--- src/snoop_arb_pkg.sv ---
package snoop_arb_pkg;

   // number of snoop sources and the width of a source tag.
   localparam int NUM_SRC = 8;
   localparam int TAG_W   = 3;

   // the tree has no delay stage at 0, a stage on every second level at 1 and
   // a stage on every level at 2.
   localparam int DELAY_CONF = 1;

   localparam int ADDR_W = 32;
   localparam int CNT_W  = 16;

   // byte offsets of the configuration registers.
   localparam logic [3:0] REG_ENABLE  = 4'h0;
   localparam logic [3:0] REG_CNT_SEL = 4'h4;
   localparam logic [3:0] REG_COUNT   = 4'h8;
   localparam logic [3:0] REG_CLEAR   = 4'hC;

   typedef enum logic [1:0] {
      SNP_READ_SHARED   = 2'd0,
      SNP_READ_UNIQUE   = 2'd1,
      SNP_CLEAN_INVALID = 2'd2,
      SNP_MAKE_INVALID  = 2'd3
   } snoop_op_e;

   typedef struct packed {
      snoop_op_e         op;
      logic [ADDR_W-1:0] addr;
   } snoop_req_t;

   // a request as it leaves the arbiter, tagged with its source number.
   typedef struct packed {
      snoop_req_t       req;
      logic [TAG_W-1:0] tag;
   } snoop_fwd_t;

   typedef struct packed {
      logic        psel;
      logic        penable;
      logic        pwrite;
      logic [3:0]  paddr;
      logic [31:0] pwdata;
   } apb_req_t;

   typedef struct packed {
      logic [31:0] prdata;
      logic        pready;
      logic        pslverr;
   } apb_rsp_t;

endpackage

--- src/tree_node.sv ---
`timescale 1ns/100ps

module tree_node #(
   parameter int TAG_W        = 3,
   parameter bit ENABLE_DELAY = 1'b0
) (
   input  logic             clk_i,
   input  logic             rst_n_i,

   input  logic [TAG_W-1:0] left_tag_i,
   input  logic             left_rdy_i,
   output logic             left_ack_o,

   input  logic [TAG_W-1:0] right_tag_i,
   input  logic             right_rdy_i,
   output logic             right_ack_o,

   output logic [TAG_W-1:0] tag_o,
   output logic             rdy_o,
   input  logic             ack_i
);

   if (ENABLE_DELAY) begin : g_delay
      logic             vld_q;
      logic             sel_q;
      logic [TAG_W-1:0] tag_q;
      logic             avail_l;
      logic             avail_r;
      logic             pick_right;
      logic             load;

      // the side that is draining still shows rdy for the request being
      // acknowledged, so it is not a candidate for the refill.
      assign avail_l    = left_rdy_i & ~(vld_q & ~sel_q);
      assign avail_r    = right_rdy_i & ~(vld_q & sel_q);
      // sel_q also remembers the side served last.
      assign pick_right = (avail_l & avail_r) ? ~sel_q : avail_r;
      assign load       = (avail_l | avail_r) & (~vld_q | ack_i);

      always_ff @(posedge clk_i or negedge rst_n_i) begin
         if (!rst_n_i) begin
            vld_q <= 1'b0;
            sel_q <= 1'b0;
         end else if (load) begin
            vld_q <= 1'b1;
            sel_q <= pick_right;
         end else if (ack_i) begin
            vld_q <= 1'b0;
         end
      end

      always_ff @(posedge clk_i) begin
         if (load) begin
            tag_q <= pick_right ? right_tag_i : left_tag_i;
         end
      end

      assign tag_o       = tag_q;
      assign rdy_o       = vld_q;
      // the chosen child keeps its rdy up, so the ack goes straight back.
      assign left_ack_o  = ack_i & vld_q & ~sel_q;
      assign right_ack_o = ack_i & vld_q & sel_q;
   end else begin : g_comb
      logic last_right_q;
      logic locked_q;
      logic lock_sel_q;
      logic pick_right;
      logic sel;

      assign pick_right = (left_rdy_i & right_rdy_i) ? ~last_right_q : right_rdy_i;
      // once the output is pending the choice is frozen until it is taken.
      assign sel        = locked_q ? lock_sel_q : pick_right;

      assign tag_o       = sel ? right_tag_i : left_tag_i;
      assign rdy_o       = sel ? right_rdy_i : left_rdy_i;
      assign left_ack_o  = ack_i & ~sel & left_rdy_i;
      assign right_ack_o = ack_i & sel & right_rdy_i;

      always_ff @(posedge clk_i or negedge rst_n_i) begin
         if (!rst_n_i) begin
            last_right_q <= 1'b0;
            locked_q     <= 1'b0;
            lock_sel_q   <= 1'b0;
         end else if (rdy_o && ack_i) begin
            last_right_q <= sel;
            locked_q     <= 1'b0;
         end else if (rdy_o) begin
            locked_q   <= 1'b1;
            lock_sel_q <= sel;
         end
      end
   end

endmodule

--- src/tag_tree.sv ---
`timescale 1ns/100ps

module tag_tree #(
   parameter int NUM_LEAF   = 8,
   parameter int TAG_W      = 3,
   parameter int DELAY_CONF = 1
) (
   input  logic                clk_i,
   input  logic                rst_n_i,

   input  logic [NUM_LEAF-1:0] rdy_in_i,
   output logic [NUM_LEAF-1:0] ack_out_o,

   output logic [TAG_W-1:0]    tag_o,
   output logic                rdy_o,
   input  logic                ack_i
);

   localparam int NUM_NODE = 2 * NUM_LEAF - 1;

   // slots 0 to NUM_LEAF-1 are the leaves, node k drives slot NUM_LEAF+k.
   logic [TAG_W-1:0]    tags [NUM_NODE];
   logic [NUM_NODE-1:0] rdys;
   logic [NUM_NODE-1:0] acks;

   for (genvar k = 0; k < NUM_LEAF; k++) begin : g_leaf
      assign tags[k]      = TAG_W'(k);
      assign rdys[k]      = rdy_in_i[k];
      assign ack_out_o[k] = acks[k];
   end

   for (genvar k = 0; k < NUM_LEAF - 1; k++) begin : g_node
      // the root is node NUM_LEAF-2 at depth 0, and DEPTH counts the levels below it.
      localparam int DEPTH = $clog2(NUM_LEAF - k) - 1;
      localparam bit DLY   = (DELAY_CONF == 2) || ((DELAY_CONF == 1) && (DEPTH % 2 == 0));

      tree_node #(
         .TAG_W        (TAG_W),
         .ENABLE_DELAY (DLY)
      ) i_node (
         .clk_i       (clk_i),
         .rst_n_i     (rst_n_i),
         .left_tag_i  (tags[2*k]),
         .left_rdy_i  (rdys[2*k]),
         .left_ack_o  (acks[2*k]),
         .right_tag_i (tags[2*k+1]),
         .right_rdy_i (rdys[2*k+1]),
         .right_ack_o (acks[2*k+1]),
         .tag_o       (tags[NUM_LEAF+k]),
         .rdy_o       (rdys[NUM_LEAF+k]),
         .ack_i       (acks[NUM_LEAF+k])
      );
   end

   assign tag_o              = tags[NUM_NODE-1];
   assign rdy_o              = rdys[NUM_NODE-1];
   assign acks[NUM_NODE-1]   = ack_i;

endmodule

--- src/snoop_port_mux.sv ---
`timescale 1ns/100ps

module snoop_port_mux
   import snoop_arb_pkg::*;
(
   input  logic                     clk_i,
   input  logic                     rst_n_i,

   input  snoop_req_t [NUM_SRC-1:0] src_req_i,
   input  logic [NUM_SRC-1:0]       src_rdy_i,
   output logic [NUM_SRC-1:0]       src_ack_o,
   input  logic [NUM_SRC-1:0]       src_en_i,

   output snoop_fwd_t               fwd_o,
   output logic                     fwd_rdy_o,
   input  logic                     fwd_ack_i,

   output logic [NUM_SRC-1:0]       grant_o
);

   logic [NUM_SRC-1:0] offered_q;
   logic [NUM_SRC-1:0] tree_rdy;
   logic [TAG_W-1:0]   root_tag;
   logic               fire;

   // a request already offered to the tree stays eligible after its enable
   // drops, so a node holding it never sees its rdy vanish.
   // only new requests are masked.
   assign tree_rdy = src_rdy_i & (src_en_i | offered_q);

   always_ff @(posedge clk_i or negedge rst_n_i) begin
      if (!rst_n_i) begin
         offered_q <= '0;
      end else begin
         offered_q <= tree_rdy & ~src_ack_o;
      end
   end

   tag_tree #(
      .NUM_LEAF   (NUM_SRC),
      .TAG_W      (TAG_W),
      .DELAY_CONF (DELAY_CONF)
   ) i_tag_tree (
      .clk_i     (clk_i),
      .rst_n_i   (rst_n_i),
      .rdy_in_i  (tree_rdy),
      .ack_out_o (src_ack_o),
      .tag_o     (root_tag),
      .rdy_o     (fwd_rdy_o),
      .ack_i     (fwd_ack_i)
   );

   // the winning source holds its payload until acked, so this mux is stable
   // for as long as the root tag is.
   assign fwd_o.req = src_req_i[root_tag];
   assign fwd_o.tag = root_tag;

   assign fire = fwd_rdy_o & fwd_ack_i;

   always_comb begin
      grant_o = '0;
      if (fire) begin
         grant_o = NUM_SRC'(1) << root_tag;
      end
   end

endmodule

--- src/arb_apb_regs.sv ---
`timescale 1ns/100ps

module arb_apb_regs
   import snoop_arb_pkg::*;
(
   input  logic               clk_i,
   input  logic               rst_n_i,

   input  apb_req_t           apb_i,
   output apb_rsp_t           apb_o,

   input  logic [NUM_SRC-1:0] grant_i,
   output logic [NUM_SRC-1:0] src_en_o
);

   logic [NUM_SRC-1:0] en_q;
   logic [TAG_W-1:0]   sel_q;
   logic [CNT_W-1:0]   cnt_q [NUM_SRC];
   logic               access;
   logic               bad;
   logic               wr_ok;
   logic [NUM_SRC-1:0] clr;

   // the slave has no wait states, so every access phase completes.
   assign access = apb_i.psel & apb_i.penable;

   // only word offsets are mapped, and COUNT is read only.
   assign bad = (apb_i.paddr[1:0] != 2'b00) |
                (apb_i.pwrite & (apb_i.paddr == REG_COUNT));

   assign wr_ok = access & apb_i.pwrite & ~bad;

   assign clr = (wr_ok && (apb_i.paddr == REG_CLEAR)) ? apb_i.pwdata[NUM_SRC-1:0] : '0;

   always_ff @(posedge clk_i or negedge rst_n_i) begin
      if (!rst_n_i) begin
         en_q  <= '1;
         sel_q <= '0;
      end else if (wr_ok) begin
         case (apb_i.paddr)
            REG_ENABLE: begin
               en_q <= apb_i.pwdata[NUM_SRC-1:0];
            end
            REG_CNT_SEL: begin
               sel_q <= apb_i.pwdata[TAG_W-1:0];
            end
            default: begin
            end
         endcase
      end
   end

   // one saturating counter per source.
   // a clear in the same cycle as a grant wins.
   for (genvar i = 0; i < NUM_SRC; i++) begin : g_cnt
      always_ff @(posedge clk_i or negedge rst_n_i) begin
         if (!rst_n_i) begin
            cnt_q[i] <= '0;
         end else if (clr[i]) begin
            cnt_q[i] <= '0;
         end else if (grant_i[i] && (cnt_q[i] != '1)) begin
            cnt_q[i] <= cnt_q[i] + 1'b1;
         end
      end
   end

   always_comb begin
      apb_o         = '0;
      apb_o.pready  = 1'b1;
      apb_o.pslverr = access & bad;
      if (access && !apb_i.pwrite) begin
         case (apb_i.paddr)
            REG_ENABLE: begin
               apb_o.prdata = 32'(en_q);
            end
            REG_CNT_SEL: begin
               apb_o.prdata = 32'(sel_q);
            end
            REG_COUNT: begin
               apb_o.prdata = 32'(cnt_q[sel_q]);
            end
            default: begin
               apb_o.prdata = '0;
            end
         endcase
      end
   end

   assign src_en_o = en_q;

endmodule

--- src/snoop_arb.sv ---
`timescale 1ns/100ps

module snoop_arb
   import snoop_arb_pkg::*;
(
   input  logic                     clk_i,
   input  logic                     rst_n_i,

   // snoop sources
   input  snoop_req_t [NUM_SRC-1:0] src_req_i,
   input  logic [NUM_SRC-1:0]       src_rdy_i,
   output logic [NUM_SRC-1:0]       src_ack_o,

   // downstream snoop port
   output snoop_fwd_t               fwd_o,
   output logic                     fwd_rdy_o,
   input  logic                     fwd_ack_i,

   // configuration
   input  apb_req_t                 apb_i,
   output apb_rsp_t                 apb_o
);

   logic [NUM_SRC-1:0] src_en;
   logic [NUM_SRC-1:0] grant;

   // the mux arbitrates among enabled sources and reports each transfer
   // as a grant pulse for the counters.
   snoop_port_mux i_snoop_port_mux (
      .clk_i     (clk_i),
      .rst_n_i   (rst_n_i),
      .src_req_i (src_req_i),
      .src_rdy_i (src_rdy_i),
      .src_ack_o (src_ack_o),
      .src_en_i  (src_en),
      .fwd_o     (fwd_o),
      .fwd_rdy_o (fwd_rdy_o),
      .fwd_ack_i (fwd_ack_i),
      .grant_o   (grant)
   );

   arb_apb_regs i_arb_apb_regs (
      .clk_i    (clk_i),
      .rst_n_i  (rst_n_i),
      .apb_i    (apb_i),
      .apb_o    (apb_o),
      .grant_i  (grant),
      .src_en_o (src_en)
   );

endmodule

--- config.mk ---
export PLATFORM = sky130hd
export DESIGN_NAME = snoop_arb
export DESIGN_NICKNAME = d
export VERILOG_FILES = /design/src/snoop_arb_pkg.sv /design/src/tree_node.sv /design/src/tag_tree.sv /design/src/snoop_port_mux.sv /design/src/arb_apb_regs.sv /design/src/snoop_arb.sv
export SDC_FILE = /design/constraint.sdc
export NUM_CORES = 1
export LEC_CHECK = 0
export BUFFER_PORTS_ARGS = -buffer_cell sky130_fd_sc_hd__buf_2
export CORE_MARGIN = 2
export CORE_UTILIZATION = 45
export CTS_CLUSTER_SIZE = 10
export DETAILED_ROUTE_END_ITERATION = 10
export MAX_ROUTING_LAYER = met4
export PLACE_DENSITY = 0.82
export REMOVE_ABC_BUFFERS = 1
export SLEW_MARGIN = 20
export SYNTH_ARGS = -nofsm -noshare
export SYNTH_HDL_FRONTEND = slang
export SYNTH_HIERARCHICAL = 1
export SYNTH_SLANG_ARGS = --single-unit
--- constraint.sdc ---
create_clock -name clk_i -period 8.3 [get_ports clk_i]
set_clock_uncertainty 0.05 [all_clocks]
set_input_delay 0.83 -clock clk_i [delete_from_list [all_inputs] [get_ports clk_i]]
set_output_delay 0.83 -clock clk_i [all_outputs]
set_load 0.01 [all_outputs]
# After elaboration in Yosys (flattened, before gate mapping)
# Index checks and enable logic that the tools add are counted.
# word_totals
out_inout_bits,80
word_cells,248
reg_bits,178
inputBits,322
# op_classes
n_eq_ne,11
muxes,57
n_addsub,8
shifts,1
reduce_logical,34
n_bitwise,103
magnitude_cmp,2
# op_table
cell,count
$mux W16,18
$add A16 B1 Y16 const B,8
$ne A16 B16 Y1 const B,8
$bmux W34 S3,1
$and A1 B1 Y1,60
$bmux W16 S3,1
$pmux W16 S3,1
$mux W34,1
$mux W32,1
$reduce_bool A2 Y1,16
$mux W1,29
$not A1 Y1,27
$and A8 B8 Y8,2
$mux W8,2
$logic_and A1 B1 Y1,12
$or A1 B1 Y1,11
$mux W3,3
$eq A4 B4 Y1 const B,2
$not A8 Y8,1
$or A8 B8 Y8,1
$reduce_and A2 Y1,4
$shl A1 B3 Y8 const A,1
$eq A4 B3 Y1 const B,1
$ge A4 B4 Y1 const B,1
4 further kinds,4

# Logic depth before layout (Yosys ltp)
# Gate-level depths: netlist of run 1.
# logic_depth
depth_word,10
depth_mapped,11
depth_no_buf,7

# Cells and area by module
# The synthesis of run 1 kept the hierarchy.
# modules_own_cells
mod,seq_area_each_um2,area_each_um2,cells_per_inst,instances
arb_apb_regs,3488.3,8972.4,944,1
snoop_port_mux,200.2,2570.0,214,1
tree_node (i_snoop_port_mux.i_tag_tree.g_node[0].i_node ...),140.1,274.0,23,5
tree_node (i_snoop_port_mux.i_tag_tree.g_node[4].i_node ...),75.1,261.5,27,2
tag_tree,0.0,67.6,10,1

# Worst setup path before layout of run 1
# OpenSTA, ideal clock, no wires.
# synth_timing
kind,reg-to-reg
startpoint,register i_snoop_port_mux.i_tag_tree.g_node[6].i_node.g_delay.tag_q[2]
endpoint,register i_arb_apb_regs/cnt_q[125] (netlist name)
setup_ps,77
synth_period_minus_slack_ps,2982
required_time_ps,8173
setup_slack_ps,5318
stages_incl_launch_ff,10
t_arrival_ps,2855
n_path_buf,3
path_cell_list,edfxtp_1 buf_2 buf_2 buf_2 nand3b_1 nor3_1 nand3_1 or4_4 or4_1 a21oi_1
# synth_between
elab_chain_cells,4
# synth_lines
item,line,rtl
"start, declared",tree_node.sv:26,logic [TAG_W-1:0] tag_q;
"start signal, assigned",tree_node.sv:54,tag_q <= pick_right ? right_tag_i : left_tag_i;
$shl A1 B3 Y8,snoop_port_mux.sv:63,grant_o = NUM_SRC'(1) << root_tag;
$mux W8,snoop_port_mux.sv:62,if (fire) begin
net grant[0],snoop_arb.sv:25,logic [NUM_SRC-1:0] grant;
$logic_and A1 B1 Y1,arb_apb_regs.sv:61,end else if (grant_i[i] && (cnt_q[i] != '1)) begin
$reduce_bool A2 Y1 (no source line),--,
"end signal, assigned by index",arb_apb_regs.sv:62,cnt_q[i] <= cnt_q[i] + 1'b1;
"end, declared",arb_apb_regs.sv:18,logic [CNT_W-1:0] cnt_q [NUM_SRC];
# The timed path passes the listed nets, and every way through them passes these cells.
# A chain may end at the register's enable or synchronous reset.

==> results of run 1 <==
## Yosys cell counts, types with 33 or more instances
| master | count |
|---|---|
| mux2i_1 | 38 |
| nand4_1 | 38 |
| or4_1 | 36 |
| nor2_1 | 66 |
| mux4_2 | 53 |
| nand3_1 | 59 |
| o31ai_1 | 33 |
| nand2_1 | 80 |
| clkbuf_1 | 35 |
| o21ai_0 | 50 |
| mux2_2 | 45 |
| a21oi_1 | 120 |
| or3_1 | 36 |
| dfrtp_1 | 155 |
## state kept, by name (all words and copies together), names as in the netlist, named ones only
name,cells
i_arb_apb_regs/src_en_o,8
i_snoop_port_mux/i_tag_tree/g_node.i_node/tag_o,15
i_arb_apb_regs/cnt_q,128
i_snoop_port_mux/i_tag_tree/g_node.i_node/g_comb.locked_q,2
i_snoop_port_mux/i_tag_tree/g_node.i_node/rdy_o,5
i_snoop_port_mux/i_tag_tree/g_node.i_node/g_delay.sel_q,5
i_snoop_port_mux/i_tag_tree/g_node.i_node/g_comb.lock_sel_q,2
i_snoop_port_mux/offered_q,8
i_arb_apb_regs/sel_q,3
## per-layer routing
layer | track usage [%] | vias up
met5 | - | -
met1 | 34.5 | 6510
met3 | 5.22 | 157
met2 | 51.1 | 734
met4 | 21.1 | 0
li1 | - | 5924
## cell families (layout without fill, tap and decap cells)
kind of cell    Yosys count  in the layout
compound gates          338            338
xor+xnor                  1              1
fa+ha+maj                 8              8
buf+inv                 123            425
flops                   178            178
mux                     182            182
other cells               4             55
simple gates            503            503
## where the power goes
part	leakage [nW]	total, mW	switching, mW	internal [mW]
clock	0.286	0.804	0.388	0.416
sequential	2.28	1.22	0.209	1.01
combinational	4.44	1.76	0.899	0.862
total	7.01	3.79	1.50	2.29
## per-stage QoR
step | hold slack (ns) | cells | area [µm²] | power [mW] | util [%]
after global routing | 0.511 | 2080 | 16100 | 3.99 | 54.5
after CTS | 0.482 | 2066 | 16000 | 3.78 | 54.3
after detailed placement | 0.470 | 2034 | 15500 | 2.97 | 52.3
after floorplan | 0.434 | 1277 | 13100 | 2.40 | -
final | 0.421 | 2080 | 16100 | 3.79 | 54.5
after global placement | 0.458 | 2034 | 15500 | 2.91 | 52.3
## critical path: stages, from the launching register on
cell	delay, ns
edfxtp_1	0.33
buf_4	0.54
buf_4	0.59
nand2b_1	0.47
o221ai_1	0.67
a21oi_1	0.17
buf_2	0.17
## worst paths after layout
path | slack (ns) | end | cells after the start
hold reg to reg | 0.48 | register | 1
setup reg to reg | 5.19 | i_arb_apb_regs/cnt_q[45]$_DFFE_PN0P_ | 7
min in group clk_i | 0.48 | register | 1
setup / recovery | 4.02 | fwd_o[7] | 6
max in group asynchronous | 6.29 | i_arb_apb_regs/cnt_q[19]$_DFFE_PN0P_ | 2
hold / removal | 0.42 | i_arb_apb_regs/cnt_q[107]$_DFFE_PN0P_ | 1
## area by class of cell
| cell class | count | area share (%) |
|---|---|---|
| diodes | 14 | 0.218 |
| well taps | 390 | 3.03 |
| clock buffers | 18 | 2.80 |
| repair buffers | 367 | 11.6 |
| flip-flops and latches | 178 | 28.2 |
| inverters | 26 | 0.606 |
| clock inverters | 14 | 0.824 |
| multi-input cells | 1073 | 52.7 |
==> results by group, run 1 <==
Route
  • Wire per inst: 23.3 µm
  • Initial DRC Count: 1373
  • DRT met1 WL: 17400 µm
  • DRC: 0
  • Routed Antenna Nets: 0
  • DR vias: 13325
  • Drt total wl: 48400 µm
  • Drt first pass iters: 6
  • Via/cell ratio: 6.41
  • DR top layer: met4
  • Met3 Routed Length: 3560 µm
  • Met2 WL: 23700 µm

Yosys
  • Async set-reset flop share out of synthesis: 91.6%
  • Synth Area in Adders: 0.741%
  • Post-synthesis simple-gate area fraction: 21.6%
  • Post-synth cell types: 81
  • XOR/XNOR Fraction of Synth Area: 0.0649%
  • Sequential share of the synthesized area: 33.6%
  • Top cell type's share of synthesized area: 28.7%
  • Syn Area/Cell: 10.1 µm²
  • Synth Area in Compound Gates: 16.5%
  • Synth area leaders: dfrtp_1 (29%), mux4_2 (8.8%), mux4_1 (4.9%)
  • Syn. warnings: 6
  • Ys flop type: dfrtp_1
  • Post-synth EDFFs: 15
  • Mapped Area: 13500 µm²
  • Area leader, netlist: dfrtp_1
  • Largest family of logic cells by synthesized area: multiplexers
  • Register bit total from synthesis: 178
  • Cells after synthesis: 1337
  • Post-synthesis mux area share: 22.6%

Timing
  • Worst slew margin: 31.3%
  • Final setup TNS: 0 ns
  • Setup violators final: 0
  • F_max: 0.234 GHz
  • RSZ-0062 raised after global routing: false
  • Pins over their slew limit: 0
  • Final worst slack: 4.02 ns
  • Crit path time final: 4.28 ns
  • Least-Margin Pin Slew: 1.03 ns
  • Final Hold Violating Endpoints: 0
  • Final period utilization: 51.6%

Place
  • I/O Buffers: 360
  • Detailed placer's ending HPWL: 37300 µm
  • RD Place Congestion: 0.958
  • Worst slack, placed: 4.49 ns

Floorplan
  • Chip width: 177 µm
  • Die area: 31400 µm²
  • Row cnt: 63
  • Initial Util: 45.7%
  • I/O Pins: 402
  • Core box area: 29600 µm²
  • Die H: 177 µm

Clocking
  • TritonCTS buffer count: 17
  • CTS Hold Bufs: 0
  • Clk sink count: 178
  • Root Buffer: clkbuf_16
  • Clock Latency Late Sink: 0.44 ns
  • CTS max path bufs: 2
  • Resized cells post-CTS: 0
  • CTS H-tree depth: 4
  • CTS tree: done
  • Worst-path clk slew: 0.08 ns
  • Post-CTS Setup Inserts: 0

Final layout
  • Nets: 1993
  • Most common cell after layout, fill and taps aside: buf_2
  • Area growth from synthesis to layout: 19.2%
  • Register Area: 4540 µm²
  • Share of cells above drive strength 1: 34.1%
  • Multi-input logic area: 8490 µm²
  • Most frequent cells in the layout: buf_2 (359), dfrtp_1 (154), a21oi_1 (120)
  • Fill cell count: 2612

Global route
  • All-Layer GR Usage: 31.0%
  • Largest net degree at the start of global routing: 99
  • GR Overflow Total: 0
  • First-pass GRT wire length: 71600 µm
  • Antenna violations before repair: 19
  • Vias in the first global route: 12715

Pwr
  • Pleak: 7.01 nW
  • Power Dens Cells: 235 nW/µm²
  • Max VDD drop: 0.000227 V

Critical path
  • Worst Path Required: 7.42 ns
  • Crit path max fanout: 47
  • CP Class: reg2out
  • Startpoint types: register
  • Critical path data arrival time: 3.40 ns
  • Setup crit end kind: output port

Run status
  • Outcome: completed

Flow run
  • Max Cap Viol: 0

Min path
  • Min-delay worst type: in2async
Power figures use the tool's default switching activity.
==> run 2: changes to the inputs <==
--- a/config.mk
+++ b/config.mk
@@ -11,7 +11,7 @@
 export CTS_CLUSTER_SIZE = 10
 export DETAILED_ROUTE_END_ITERATION = 10
 export MAX_ROUTING_LAYER = met4
-export PLACE_DENSITY = 0.82
+export PLACE_DENSITY = 0.85
 export REMOVE_ABC_BUFFERS = 1
 export SLEW_MARGIN = 20
 export SYNTH_ARGS = -nofsm -noshare
==> constraint.sdc (replaced) <==
create_clock -name clk_i -period 3.9 [get_ports clk_i]
set_clock_uncertainty 0.05 [all_clocks]
set_input_delay 0.39 -clock clk_i [delete_from_list [all_inputs] [get_ports clk_i]]
set_output_delay 0.39 -clock clk_i [all_outputs]
set_load 0.01 [all_outputs]
==> run 2 against run 1 <==
Total power is 110% higher. Final cell count is 0.77% higher. Sequential power is 110% higher. Register-to-register slack worse by 4.1 ns. Clock power is 110% higher. Worst setup slack worse by 3.3 ns. Non-clock buffer count is 11 higher. Sequential cell count stayed put. Via count is 1.1% higher. Largest power group unchanged.
==> results by group, run 2 (synthesis gave the netlist of run 1 again) <==
Run status
  • Outcome: completed

Final layout
  • Share of cells above drive strength 1: 34.4%
  • Largest reg by FF count: i_arb_apb_regs/cnt_q
  • Max reg flops: 128
  • Area growth from synthesis to layout: 19.8%
  • Nets: 2004
  • Non-Filler Instances: 2096
  • Final core occ: 54.7%
  • Most common cell after layout, fill and taps aside: buf_2
  • Most frequent cells in the layout: buf_2 (359), dfrtp_1 (154), a21oi_1 (120)

Timing
  • Final setup TNS: 0 ns
  • RSZ-0062 raised after global routing: false
  • Crit path time final: 3.23 ns
  • Final Hold Violating Endpoints: 0
  • Final period utilization: 82.8%
  • Worst slew margin: 21.7%
  • Setup violators final: 0
  • Least-Margin Pin Slew: 1.17 ns
  • F_max: 0.310 GHz
  • Final worst slack: 0.672 ns
  • Worst hold slack: 0.162 ns
  • Pins over their slew limit: 0

Clocking
  • Clock Latency Late Sink: 0.44 ns
  • Post-CTS Setup Inserts: 0
  • CTS max path bufs: 2
  • TritonCTS buffer count: 17
  • CTS Hold Bufs: 1
  • CTS tree: done
  • Resized cells post-CTS: 0
  • Clk sink count: 178
  • CTS H-tree depth: 4
  • Worst-path clk slew: 0.08 ns
  • Root Buffer: clkbuf_16

Global route
  • All-Layer GR Usage: 30.9%
  • Vias in the first global route: 12347
  • Antenna violations before repair: 22
  • GR Overflow Total: 0
  • First-pass GRT wire length: 71300 µm
  • Largest net degree at the start of global routing: 84

Route
  • DRC: 0
  • Drt first pass iters: 8
  • Met3 Routed Length: 3650 µm
  • Wire per inst: 23.2 µm
  • Via/cell ratio: 6.43
  • Met2 WL: 23500 µm
  • Initial DRC Count: 1324
  • DRT met1 WL: 17500 µm
  • DR vias: 13470
  • Drt total wl: 48600 µm
  • Routed Antenna Nets: 0
  • DR top layer: met4

Floorplan
  • Die H: 177 µm
  • I/O Pins: 402
  • Row cnt: 63
  • Die area: 31400 µm²
  • Chip width: 177 µm
  • Initial Util: 45.7%
  • Core box area: 29600 µm²

Critical path
  • CP Class: reg2out
  • Startpoint types: register
  • Crit-path cells: buf_12, nand3_1, o22ai_1, a21oi_1, buf_2
  • Max incr delay on CP: 0.61 ns
  • Crit path max fanout: 83
  • Worst Path Required: 3.46 ns
  • Setup crit end kind: output port
  • CP max stage cell: nand3_1
  • Critical path data arrival time: 2.79 ns

Pwr
  • Switching part of the total power: 39.1%
  • Pleak: 7.06 nW
  • P_sw: 3.13 mW
  • Clock group share of total power: 20.9%
  • Max VDD drop: 0.000393 V
  • Power Dens Cells: 496 nW/µm²
  • Comb power frac: 46.6%
  • Sequential share of power: 32.5%
  • P_int: 4.89 mW

Flow run
  • Max Cap Viol: 0

Place
  • I/O Buffers: 360
  • RD Place Congestion: 0.998
  • Worst slack, placed: 1.11 ns
  • # placed instances: 2044
  • Detailed placer's ending HPWL: 37800 µm

Min path
  • Min-delay worst type: in2reg
## run 2: area by class of cell
| class | instances | area (µm²) |
|---|---|---|
| Multi-Input combinational cell | 1073 | 8480 |
| Fill cell | 2592 | 13400 |
| Timing Repair Buffer | 378 | 1960 |
| Clock inverter | 13 | 118 |
| Antenna cell | 19 | 47.5 |
| Clock buffer | 19 | 453 |
| Tap cell | 390 | 488 |
| Sequential cell | 178 | 4540 |
| Inverter | 26 | 97.6 |
## run 2: worst paths after layout
path	from	to	slack, ns	depth (start not counted)
max in group asynchronous	rst_n_i	i_arb_apb_regs/src_en_o[4]$_DFFE_PN1P_	2.31	3
worst min register to register	register	register	0.49	1
worst max register to register	register	i_arb_apb_regs/cnt_q[45]$_DFFE_PN0P_	1.07	6
worst max-delay path	register	fwd_o[10]	0.67	5
min in group asynchronous	rst_n_i	i_arb_apb_regs/cnt_q[103]$_DFFE_PN0P_	0.50	2
worst min-delay path	apb_i[5]	i_arb_apb_regs/src_en_o[5]$_DFFE_PN1P_	0.16	2
## run 2: critical path, delay by kind of cell (launching register included)
family / cells / cell delay [ns]
AOI/OAI and AO/OA: 2 / 0.63
and+or+nand+nor: 1 / 0.61
buffers and inverters: 2 / 0.55
DFF: 1 / 0.51
## run 2: power groups by stage
stage	registers [mW]	logic, mW	clock network (mW)
2_1_floorplan	2.78	2.33	0
3_3_place_gp	2.59	3.57	0
4_1_cts	2.59	3.71	1.70
5_1_grt	2.65	4.01	1.76
6_report	2.61	3.73	1.68
3_5_place_dp	2.62	3.68	0
## run 2: stage by stage
step,power [mW],instance area [µm²]
after floorplan,5.10,13100
after global placement,6.17,15500
after detailed placement,6.30,15500
after CTS,7.99,16100
after global routing,8.43,16200
final,8.02,16200
## run 2: routing by layer
metal	up-vias	GRT usage [%]
met5	-	-
met4	0	22.0
met3	136	4.83
met2	772	50.4
met1	6599	34.7
li1	5963	-
==> run 3: changes to the inputs <==
==> constraint.sdc (replaced) <==
create_clock -name clk_i -period 2.8 [get_ports clk_i]
set_clock_uncertainty 0.05 [all_clocks]
set_input_delay 0.28 -clock clk_i [delete_from_list [all_inputs] [get_ports clk_i]]
set_output_delay 0.28 -clock clk_i [all_outputs]
set_load 0.01 [all_outputs]
==> run 3 against run 2 <==
Sequential power grew 39%. Sequential share of layout area shrank 0.38 points. Register-to-register slack lost 1.0 ns. Core utilization grew 0.80 points. Clock power grew 48%. Sequential cell count is the same. First-iteration DRC count grew 6.3%. Final area grew 1.5%. Count of clock-buffer cells in the layout shrank 1. Largest cell class unchanged.
==> results by group, run 3 (synthesis gave the netlist of run 1 again) <==
Pwr
  • Sequential share of power: 31.4%
  • P_sw: 4.49 mW
  • Pleak: 7.17 nW
  • P_int: 7.04 mW
  • Power Dens Cells: 702 nW/µm²
  • Switching part of the total power: 38.9%
  • Max VDD drop: 0.000501 V
  • Clock group share of total power: 21.5%
  • Comb power frac: 47.1%
  • Final Power: 11.5 mW

Final layout
  • Most frequent cells in the layout: buf_2 (359), dfrtp_1 (153), a21oi_1 (120)
  • Largest reg by FF count: i_arb_apb_regs/cnt_q
  • Share of cells above drive strength 1: 35.2%
  • Max reg flops: 128
  • Most common cell after layout, fill and taps aside: buf_2
  • Area growth from synthesis to layout: 21.6%
  • Non-Filler Instances: 2112
  • Nets: 2020

Timing
  • Crit path time final: 2.78 ns
  • Least-Margin Pin Slew: 0.970 ns
  • Pins over their slew limit: 0
  • Worst slew margin: 34.7%
  • Final period utilization: 99.2%
  • F_max: 0.360 GHz
  • Setup violators final: 0
  • RSZ-0062 raised after global routing: false
  • Final Hold Violating Endpoints: 0

Route
  • Drt first pass iters: 5
  • Routed Antenna Nets: 0
  • Initial DRC Count: 1407
  • DRC: 0
  • Drt total wl: 49100 µm
  • DR vias: 13564
  • Via/cell ratio: 6.42
  • Wire per inst: 23.2 µm

Floorplan
  • Die area: 31400 µm²
  • Row cnt: 63
  • Die H: 177 µm
  • I/O Pins: 402
  • Core box area: 29600 µm²
  • Chip width: 177 µm
  • Initial Util: 45.7%

Min path
  • Hold Path Cell Cnt: 2
  • Min-delay worst type: in2reg

Global route
  • GR Overflow Total: 0
  • First-pass GRT wire length: 72300 µm
  • All-Layer GR Usage: 31.4%
  • Antenna violations before repair: 19
  • Vias in the first global route: 12703
  • Largest net degree at the start of global routing: 81

Clocking
  • Worst-path clk slew: 0.07 ns
  • CTS max path bufs: 2
  • Root Buffer: clkbuf_16
  • CTS tree: done
  • CTS H-tree depth: 4
  • Clk sink count: 178
  • TritonCTS buffer count: 17
  • Clock Latency Late Sink: 0.43 ns

Place
  • Detailed placer's ending HPWL: 37700 µm
  • I/O Buffers: 360
  • # placed instances: 2058
  • RD Place Congestion: 1.05

Critical path
  • Reg2reg end: i_arb_apb_regs/cnt_q[47]$_DFFE_PN0P_
  • CP Class: reg2out
  • Flop2flop setup slack: 0.07 ns
  • FF-to-FF path depth: 7
  • Critical path data arrival time: 2.45 ns
  • Startpoint types: register
  • Worst Setup EP: fwd_o[5]
  • Worst Path Required: 2.47 ns
  • Crit path max fanout: 80
  • Setup crit end kind: output port

Flow run
  • Max Cap Viol: 0

Run status
  • Outcome: completed
[run 3: repair_timing]
action,in CTS,in global routing
endpoints found under the hold margin,59,0
resized for setup,0,6
hold buffers,1,0
setup endpoints to repair,5,12
setup buffers,1,0
cloned,1,0
[run 3: per-layer routing]
layer / GRT usage (%) / vias to the layer above / wire, µm
met1: 35.9 / 6661 / 17500
met3: 3.78 / 130 / 3590
met2: 49.9 / 784 / 23900
met5: - / - / 0
li1: - / 5989 / -
met4: 25.0 / 0 / 4100
[run 3: critical path, cell delays in order, from the launching register on]
cell	delay, ns
edfxtp_1	0.42
buf_12	0.36
nand2b_1	0.42
o221ai_1	0.16
a21oi_1	0.40
buf_2	0.22
[run 3: area by class of cell]
class	instances	area, µm²
well taps	390	488
clock inverters	14	160
repair buffers	394	2160
multi-input cells	1073	8480
diodes	19	47.5
fillers	2521	13100
clock buffers	18	439
flip-flops and latches	178	4540
inverters	26	97.6
[run 3: through the flow]
step           utilization (%)  worst slack, ns  setup TNS, ns  hold WS (ns)  instance area [µm²]
2_1_floorplan                -            -1.20        -127.29       -0.0656                13100
3_3_place_gp              53.1            0.317              0         0.268                15700
3_5_place_dp              53.1            0.209              0         0.266                15700
4_1_cts                   55.3           0.0497              0        0.0402                16300
5_1_grt                   55.5          0.00150              0        0.0555                16400
6_report                  55.5           0.0227              0        0.0510                16400
[run 3: worst min path at each step]
stage,slack [ns],startpoint,end
floorplan,-0.07,rst_n_i,i_arb_apb_regs/cnt_q[0]$_DFFE_PN0P_
global placement,0.27,rst_n_i,i_arb_apb_regs/cnt_q[109]$_DFFE_PN0P_
detailed placement,0.27,rst_n_i,i_arb_apb_regs/cnt_q[109]$_DFFE_PN0P_
CTS,0.04,apb_i[5],i_arb_apb_regs/src_en_o[5]$_DFFE_PN1P_
global route,0.06,apb_i[5],i_arb_apb_regs/src_en_o[5]$_DFFE_PN1P_
finish,0.05,apb_i[5],i_arb_apb_regs/src_en_o[5]$_DFFE_PN1P_
[run 3: power by group through the flow]
stage / Clock [mW] / Combinational, mW / Sequential [mW]
after global placement: 0 / 5.06 / 3.60
final: 2.48 / 5.43 / 3.63
after detailed placement: 0 / 5.21 / 3.64
after CTS: 2.50 / 5.35 / 3.59
after floorplan: 0 / 3.24 / 3.87
after global routing: 2.62 / 5.81 / 3.68
